<file path="src/design/rand_delay_pkg.sv">
// Shared widths, counts and helper functions for the random-delay
// message chain checker

package rand_delay_pkg;

  // Widths and counts
  localparam int msg_nbits   = 8;
  localparam int num_msgs    = 64;
  localparam int count_nbits = 16;
  localparam int num_stages  = 3;
  localparam int lfsr_nbits  = 16;
  localparam int mask_nbits  = 4;

  // Stage FSM encodings
  localparam logic [1:0] stage_empty   = 2'd0;
  localparam logic [1:0] stage_waiting = 2'd1;
  localparam logic [1:0] stage_full    = 2'd2;

  // Message number i of the known sequence, i*37+5 kept to msg width
  function automatic logic [msg_nbits-1:0] msg_for_index(input logic [count_nbits-1:0] i);
    logic [count_nbits-1:0] full;
    full = i * count_nbits'(37) + count_nbits'(5);
    return full[msg_nbits-1:0];
  endfunction

  // Fibonacci feedback from taps 15, 13, 12 and 10
  function automatic logic [lfsr_nbits-1:0] lfsr_step(input logic [lfsr_nbits-1:0] s);
    return {s[lfsr_nbits-2:0], s[15] ^ s[13] ^ s[12] ^ s[10]};
  endfunction

endpackage

</file>
<file path="src/design/delay_lfsr.sv">
// Delay generator: 16-bit Fibonacci LFSR stepped on request, giving a
// wait count limited by a mask

`timescale 1ns/10ps

module delay_lfsr
#(
  parameter logic [rand_delay_pkg::lfsr_nbits-1:0] seed = 16'h0001
)(
  input  logic                                 clk,
  input  logic                                 reset,
  input  logic                                 step,
  input  logic [rand_delay_pkg::mask_nbits-1:0] mask,
  output logic [rand_delay_pkg::mask_nbits-1:0] wait_count
);

  import rand_delay_pkg::*;

  // LFSR state, must never hold all zeros
  logic [lfsr_nbits-1:0] lfsr_q;

  always_ff @(posedge clk)
  begin
    if (reset)
      lfsr_q <= seed;
    else if (step)
      // One advance per drawn wait
      lfsr_q <= lfsr_step(lfsr_q);
  end

  // Low bits limited by the mask, so 0 to 15 cycles at most
  assign wait_count = lfsr_q[mask_nbits-1:0] & mask;

endmodule

</file>
<file path="src/design/rand_delay_source.sv">
// Message source: sends the known message sequence over val/rdy with
// random gaps, flags done after the last transfer

`timescale 1ns/10ps

module rand_delay_source
#(
  parameter logic [rand_delay_pkg::lfsr_nbits-1:0] seed = 16'hACE1
)(
  input  logic                                 clk,
  input  logic                                 reset,
  input  logic [rand_delay_pkg::mask_nbits-1:0] delay_mask,
  output logic                                 val,
  input  logic                                 rdy,
  output logic [rand_delay_pkg::msg_nbits-1:0]  msg,
  output logic                                 done
);

  import rand_delay_pkg::*;

  logic                   started_q;
  logic [mask_nbits-1:0]  cnt_q;
  logic [count_nbits-1:0] idx_q;
  logic                   done_q;
  logic [mask_nbits-1:0]  wait_count;
  logic                   xfer;
  logic                   step;

  // Draw once after reset and once per transfer
  assign xfer = val && rdy;
  assign step = !started_q || xfer;

  delay_lfsr #(.seed(seed)) u_delay_lfsr
  (
    .clk        (clk),
    .reset      (reset),
    .step       (step),
    .mask       (delay_mask),
    .wait_count (wait_count)
  );

  //----------------------------------------------------------
  // Index, wait counter and done
  //----------------------------------------------------------

  always_ff @(posedge clk)
  begin
    if (reset)
    begin
      started_q <= 1'b0;
      cnt_q     <= '0;
      idx_q     <= '0;
      done_q    <= 1'b0;
    end
    else if (!started_q)
    begin
      // First wait of the run
      started_q <= 1'b1;
      cnt_q     <= wait_count;
    end
    else if (xfer)
    begin
      idx_q <= idx_q + 1'b1;
      cnt_q <= wait_count;
      if (idx_q == count_nbits'(num_msgs - 1))
        done_q <= 1'b1;
    end
    else if (cnt_q != '0)
      cnt_q <= cnt_q - 1'b1;
  end

  // Offer held steady while blocked since nothing moves without xfer
  assign val  = started_q && (cnt_q == '0) && !done_q;
  assign msg  = msg_for_index(idx_q);
  assign done = done_q;

endmodule

</file>
<file path="src/design/rand_delay_stage.sv">
// One-entry random-delay stage that holds each message for a drawn
// number of cycles before offering it downstream

`timescale 1ns/10ps

module rand_delay_stage
#(
  parameter logic [rand_delay_pkg::lfsr_nbits-1:0] seed = 16'h1D0F
)(
  input  logic                                 clk,
  input  logic                                 reset,
  input  logic [rand_delay_pkg::mask_nbits-1:0] delay_mask,
  input  logic                                 in_val,
  output logic                                 in_rdy,
  input  logic [rand_delay_pkg::msg_nbits-1:0]  in_msg,
  output logic                                 out_val,
  input  logic                                 out_rdy,
  output logic [rand_delay_pkg::msg_nbits-1:0]  out_msg
);

  import rand_delay_pkg::*;

  logic [1:0]            state_q;
  logic [mask_nbits-1:0] cnt_q;
  logic [msg_nbits-1:0]  msg_q;
  logic [mask_nbits-1:0] wait_count;
  logic                  in_xfer;
  logic                  out_xfer;

  assign in_xfer  = in_val && in_rdy;
  assign out_xfer = out_val && out_rdy;

  // New wait drawn for each accepted message
  delay_lfsr #(.seed(seed)) u_delay_lfsr
  (
    .clk        (clk),
    .reset      (reset),
    .step       (in_xfer),
    .mask       (delay_mask),
    .wait_count (wait_count)
  );

  //----------------------------------------------------------
  // Empty / waiting / full FSM
  //----------------------------------------------------------

  always_ff @(posedge clk)
  begin
    if (reset)
    begin
      state_q <= stage_empty;
      cnt_q   <= '0;
    end
    else
    begin
      case (state_q)
        stage_empty:
          if (in_xfer)
          begin
            cnt_q <= wait_count;
            // Zero wait skips straight to offering
            state_q <= (wait_count == '0) ? stage_full : stage_waiting;
          end
        stage_waiting:
        begin
          cnt_q <= cnt_q - 1'b1;
          if (cnt_q == mask_nbits'(1))
            state_q <= stage_full;
        end
        stage_full:
          if (out_xfer)
            state_q <= stage_empty;
        default:
          state_q <= stage_empty;
      endcase
    end
  end

  // Payload latch
  always_ff @(posedge clk)
  begin
    if (in_xfer)
      msg_q <= in_msg;
  end

  assign in_rdy  = (state_q == stage_empty);
  assign out_val = (state_q == stage_full);
  assign out_msg = msg_q;

endmodule

</file>
<file path="src/design/rand_delay_sink.sv">
// Message sink: accepts messages with random stalls, checks each one
// against the known sequence, counts failures and flags done

`timescale 1ns/10ps

module rand_delay_sink
#(
  parameter logic [rand_delay_pkg::lfsr_nbits-1:0] seed = 16'h7A3B
)(
  input  logic                                  clk,
  input  logic                                  reset,
  input  logic [rand_delay_pkg::mask_nbits-1:0]  delay_mask,
  input  logic                                  val,
  output logic                                  rdy,
  input  logic [rand_delay_pkg::msg_nbits-1:0]   msg,
  output logic [rand_delay_pkg::count_nbits-1:0] num_failed,
  output logic [rand_delay_pkg::count_nbits-1:0] num_received,
  output logic                                  done
);

  import rand_delay_pkg::*;

  logic                   started_q;
  logic [mask_nbits-1:0]  cnt_q;
  logic [count_nbits-1:0] rx_count_q;
  logic [count_nbits-1:0] fail_count_q;
  logic                   done_q;
  logic [mask_nbits-1:0]  wait_count;
  logic                   xfer;
  logic                   step;
  logic                   all_seen;

  assign xfer     = val && rdy;
  assign step     = !started_q || xfer;
  assign all_seen = (rx_count_q == count_nbits'(num_msgs));

  delay_lfsr #(.seed(seed)) u_delay_lfsr
  (
    .clk        (clk),
    .reset      (reset),
    .step       (step),
    .mask       (delay_mask),
    .wait_count (wait_count)
  );

  //----------------------------------------------------------
  // Stall counter, checker and counts
  //----------------------------------------------------------

  always_ff @(posedge clk)
  begin
    if (reset)
    begin
      started_q    <= 1'b0;
      cnt_q        <= '0;
      rx_count_q   <= '0;
      fail_count_q <= '0;
      done_q       <= 1'b0;
    end
    else
    begin
      if (!started_q)
      begin
        started_q <= 1'b1;
        cnt_q     <= wait_count;
      end
      else if (xfer)
      begin
        rx_count_q <= rx_count_q + 1'b1;
        cnt_q      <= wait_count;
        // Compare against the expected entry of the sequence
        if (msg != msg_for_index(rx_count_q))
          fail_count_q <= fail_count_q + 1'b1;
      end
      else if (cnt_q != '0)
        cnt_q <= cnt_q - 1'b1;

      // One cycle behind the last transfer
      if (all_seen)
        done_q <= 1'b1;
    end
  end

  // Rdy stays low once the whole sequence has arrived
  assign rdy          = started_q && (cnt_q == '0) && !all_seen;
  assign num_received = rx_count_q;
  assign num_failed   = fail_count_q;
  assign done         = done_q;

endmodule

</file>
<file path="src/design/rand_delay_chain_top.sv">
// Chain top: message source, a row of random-delay stages and the
// checking sink, joined by val/rdy links

`timescale 1ns/10ps

module rand_delay_chain_top
(
  input  logic                                  clk,
  input  logic                                  reset,
  input  logic [rand_delay_pkg::mask_nbits-1:0]  src_delay_mask,
  input  logic [rand_delay_pkg::mask_nbits-1:0]  stage_delay_mask,
  input  logic [rand_delay_pkg::mask_nbits-1:0]  sink_delay_mask,
  output logic                                  out_val,
  output logic                                  out_rdy,
  output logic [rand_delay_pkg::msg_nbits-1:0]   out_msg,
  output logic [rand_delay_pkg::count_nbits-1:0] num_failed,
  output logic [rand_delay_pkg::count_nbits-1:0] num_received,
  output logic                                  done
);

  import rand_delay_pkg::*;

  // Link k joins block k to block k+1, link 0 leaves the source
  logic                 link_val [0:num_stages];
  logic                 link_rdy [0:num_stages];
  logic [msg_nbits-1:0] link_msg [0:num_stages];

  logic src_done;
  logic sink_done;

  rand_delay_source #(.seed(16'hACE1)) u_rand_delay_source
  (
    .clk        (clk),
    .reset      (reset),
    .delay_mask (src_delay_mask),
    .val        (link_val[0]),
    .rdy        (link_rdy[0]),
    .msg        (link_msg[0]),
    .done       (src_done)
  );

  //----------------------------------------------------------
  // Delay stages
  //----------------------------------------------------------

  for (genvar k = 0; k < num_stages; k++)
  begin : g_stage
    // Distinct seed per stage
    rand_delay_stage #(.seed(lfsr_nbits'(16'h1D0F + k))) u_rand_delay_stage
    (
      .clk        (clk),
      .reset      (reset),
      .delay_mask (stage_delay_mask),
      .in_val     (link_val[k]),
      .in_rdy     (link_rdy[k]),
      .in_msg     (link_msg[k]),
      .out_val    (link_val[k+1]),
      .out_rdy    (link_rdy[k+1]),
      .out_msg    (link_msg[k+1])
    );
  end

  rand_delay_sink #(.seed(16'h7A3B)) u_rand_delay_sink
  (
    .clk          (clk),
    .reset        (reset),
    .delay_mask   (sink_delay_mask),
    .val          (link_val[num_stages]),
    .rdy          (link_rdy[num_stages]),
    .msg          (link_msg[num_stages]),
    .num_failed   (num_failed),
    .num_received (num_received),
    .done         (sink_done)
  );

  // Sink-side link made visible to the testbench
  assign out_val = link_val[num_stages];
  assign out_rdy = link_rdy[num_stages];
  assign out_msg = link_msg[num_stages];

  assign done = src_done && sink_done;

endmodule

</file>
<file path="config.mk">
export PLATFORM = sky130hd
export DESIGN_NAME = rand_delay_chain_top
export DESIGN_NICKNAME = d
export VERILOG_FILES = /design/src/design/rand_delay_pkg.sv /design/src/design/delay_lfsr.sv /design/src/design/rand_delay_source.sv /design/src/design/rand_delay_stage.sv /design/src/design/rand_delay_sink.sv /design/src/design/rand_delay_chain_top.sv
export SDC_FILE = /design/constraint.sdc
export NUM_CORES = 1
export LEC_CHECK = 0
export ABC_AREA = 1
export BUFFER_PORTS_ARGS = -buffer_cell sky130_fd_sc_hd__buf_4
export CAP_MARGIN = 30
export CORE_MARGIN = 5
export CORE_UTILIZATION = 34
export CTS_CLUSTER_SIZE = 10
export DETAILED_ROUTE_END_ITERATION = 10
export GPL_TIMING_DRIVEN = 0
export PLACE_DENSITY = 0.5
export SETUP_SLACK_MARGIN = 0.02
export SYNTH_ARGS = -nofsm -noshare
export SYNTH_HDL_FRONTEND = slang
export SYNTH_HIERARCHICAL = 1
export SYNTH_SLANG_ARGS = --single-unit
</file>
<file path="constraint.sdc">
create_clock -name clk -period 3.1 [get_ports clk]
set_input_delay 0.31 -clock clk [delete_from_list [all_inputs] [get_ports clk]]
set_output_delay 0.31 -clock clk [all_outputs]
set_load 0.05 [all_outputs]
</file>
==> results.toml <==
[critical_path]
critPathLaunchType = "flop"
cp_max_fo = 10
endpoint_kind = "flop"
endpoint = "u_rand_delay_sink/num_failed[10]"
critical_path_class = "reg2reg"
r2r_slack_ns = 0.18
r2r_end = "u_rand_delay_sink/num_failed[10]"
timing.rr.start = "u_rand_delay_sink/num_received[4]"
crit_start = "u_rand_delay_sink/num_received[4]"
crit_required_ns = 3.47
worstRegToRegCells = 12
arrival_ns = 3.29

[grt]
grt_usage = 0.136
grt_max_degree = 48
grt_pass1_wl_um = 36400
grt_overflow_total = 0
grt_pass1_vias = 7656
antenna_found_initial = 0

[synthesis]
ys_warn_count = 6
synth-compound-area-share = 0.111
yosys.area_share.simple = 0.301
syn-num-nets = 1405
synth-main-ff-cell = "dfxtp_1"
synthAdderAreaFrac = 0.0618
netlist_instances = 1344
synth_enable_flop_cells = 24
syn_area_sq_um = 9760
synthMuxAreaShare = 0
synth_top_area_frac = 0.324
synthTopCellsByArea = "dfxtp_1 (32%), nand2_1 (14%), edfxtp_1 (7.4%)"
synth_top_area_cell = "dfxtp_1"
ys_seq_elements = 182
ys_types = 45
postSynthAreaPerCell_sq_um = 7.26
synth_seq_area_share = 0.398
synth_xor_area_frac = 0.0296
yosysMostFrequentCell = "nand2_1"
synth_top_family_by_area = "simple AND/OR/NAND/NOR gates"
synth_commonest_cells = "nand2_1 (355), inv_1 (160), dfxtp_1 (158), nor2_1 (141), nand3_1 (93)"
async_flop_share = 0

[sta]
worst_slack_ns = 0.176
period_share = 0.943
setup_viol = 0
worst_pin_slew_ns = 0.935
setup-tns-final_ns = 0
rsz0062_at_grt = "no"
clock-skew-final_ns = 0.0210
hold_viol = 0
slew_headroom = 0.373
slew_violations = 0
max_freq_ghz = 0.342
period_needed_ns = 2.92

[floorplan]
start_util = 0.342
die_x_um = 179
boundaryPins = 57
die_area_sq_um = 32200
dieHeight_um = 179
rows = 62
coreArea_sq_um = 28500

[detailed_routing]
drt_pass1_iterations = 5
drt_iter0_markers = 454
num_vias = 8331
routed_via_density = 4.57
wire_per_inst_um = 11.8
drc = 0
ant_nets = 0
drt-total-wl_um = 21500

[place]
dp_cells = 1786
gp_congestion = 0.838
place_hpwl_um = 15700
io_buffers = 56
pre_cts_ws_ns = 0.0461

[cts]
cts_sinks = 182
clock-root-buffer = "clkbuf_16"
path_clk_slew_ns = 0.08
cts_tree = "built"
clock_latency_ns = 0.44
cts_buffers = 17
h-tree-depth = 4
cts_buffer_depth = 2

[job]
cap_viol_max_count = 0

[layout]
final_util = 0.397
layoutNonFillerInstCount = 1822
nets = 1487
syn2layout_area_growth_pct = 16.2
n_fill_cell = 3038
diodes = 0
drive_above_1_share = 0.140

[pwr]
power_density_nw_per_um2 = 565
peakVddDrop_v = 0.000276
power_w = 0.00640
p_leak_nw = 5.19

[hold_path]
hp-class = "in2reg"
min_from = "sink_delay_mask[2]"

[outcome]
status = "finished clean"
layout make-up:
cell class | count | area, sq um | area share
repair buffers | 62 | 463 | 0.0408
well taps | 384 | 480 | 0.0424
clock inverters | 13 | 129 | 0.0114
inverters | 179 | 687 | 0.0606
multi-input cells | 953 | 4960 | 0.438
plain buffers | 31 | 287 | 0.0253
clock buffers | 18 | 439 | 0.0387
flip-flops and latches | 182 | 3890 | 0.343
worst max-delay path, stage by stage, from the launching register on:
cell and delay (ns):
dfxtp_2 0.36, ha_1 0.30, ha_1 0.29, fa_1 0.54, ha_4 0.23, xor2_1 0.17, nand3b_1 0.17, nand2_2 0.13
nand4_4 0.20, nand2_4 0.15, buf_12 0.15, nand2_2 0.05, a21oi_2 0.12
per-stage QoR:
step | hold WS (ns) | cell area, sq um
6_report | 0.219 | 11300
5_1_grt | 0.223 | 11300
2_1_floorplan | 0.379 | 9760
4_1_cts | 0.203 | 11200
3_5_place_dp | 0.406 | 10700
3_3_place_gp | 0.401 | 10700
what timing repair did:
action | 4_1_cts | 5_1_grt
setup endpoints to repair | 0 | 15
setup buffers | 0 | 4
hold buffers | 0 | 0
resized for setup | 0 | 10
state kept, by name, summed over array words and instances (netlist names):
signal,count
u_rand_delay_sink/done,1
u_rand_delay_sink/num_failed,16
u_rand_delay_sink/started_q,1
g_stage.u_rand_delay_stage/out_msg,24
u_rand_delay_source/cnt_q,4
u_rand_delay_sink/cnt_q,4
u_rand_delay_source/idx_q,16
u_rand_delay_sink/num_received,16
u_rand_delay_source/done,1
g_stage.u_rand_delay_stage/state_q,6
u_rand_delay_source/started_q,1
u_rand_delay_sink/u_delay_lfsr/lfsr_q,16
g_stage.u_rand_delay_stage/cnt_q,12
g_stage.u_rand_delay_stage/u_delay_lfsr/lfsr_q,48
u_rand_delay_source/u_delay_lfsr/lfsr_q,16
cell usage in the layout (no fill, tap or decap), types with 22 or more instances in the layout:
cell and n:
a21oi_1 80, buf_4 69, dfxtp_1 154, edfxtp_1 24, ha_1 43, inv_1 160, nand2_1 353, nand2_2 22
nand3_1 93, nor2_1 140, nor3_1 23, o21ai_0 67
cells by family (layout without fill, tap and decap cells):
group           after synthesis  after routing
flops                       182            182
compound gates              197            197
buf+inv                     210            303
xor+xnor                     33             33
simple gates                675            676
fa+ha+maj                    47             47
report_power, final:
group	switching (W)	leakage, nW	internal, W	total (W)
sequential	0.000203	1.51	0.00271	0.00291
combinational	0.000868	3.40	0.000524	0.00139
clock	0.00101	0.281	0.00109	0.00210
total	0.00209	5.19	0.00432	0.00640
routing by layer:
layer / vias to the layer above / routed length [um] / global-route usage / share of wire
li1: 4494 / - / - / -
met4: 0 / 185 / 0.0333 / 0.0086
met1: 3745 / 10800 / 0.186 / 0.50
met2: 82 / 9930 / 0.227 / 0.46
met3: 10 / 627 / 0.0227 / 0.029
met5: - / 0 / 0 / 0
worst min path at each step:
stage | endpoint | slack [ns] | cells past startpoint
global placement | g_stage[1].u_rand_delay_stage/out_msg[0] | 0.40 | 0
global route | u_rand_delay_sink/cnt_q[2] | 0.22 | 4
CTS | u_rand_delay_sink/cnt_q[2] | 0.20 | 4
floorplan | g_stage[0].u_rand_delay_stage/cnt_q[2] | 0.38 | 1
detailed placement | g_stage[1].u_rand_delay_stage/out_msg[7] | 0.41 | 0
finish | u_rand_delay_sink/cnt_q[2] | 0.22 | 4
Note: power is estimated with default switching activity, not from simulation.
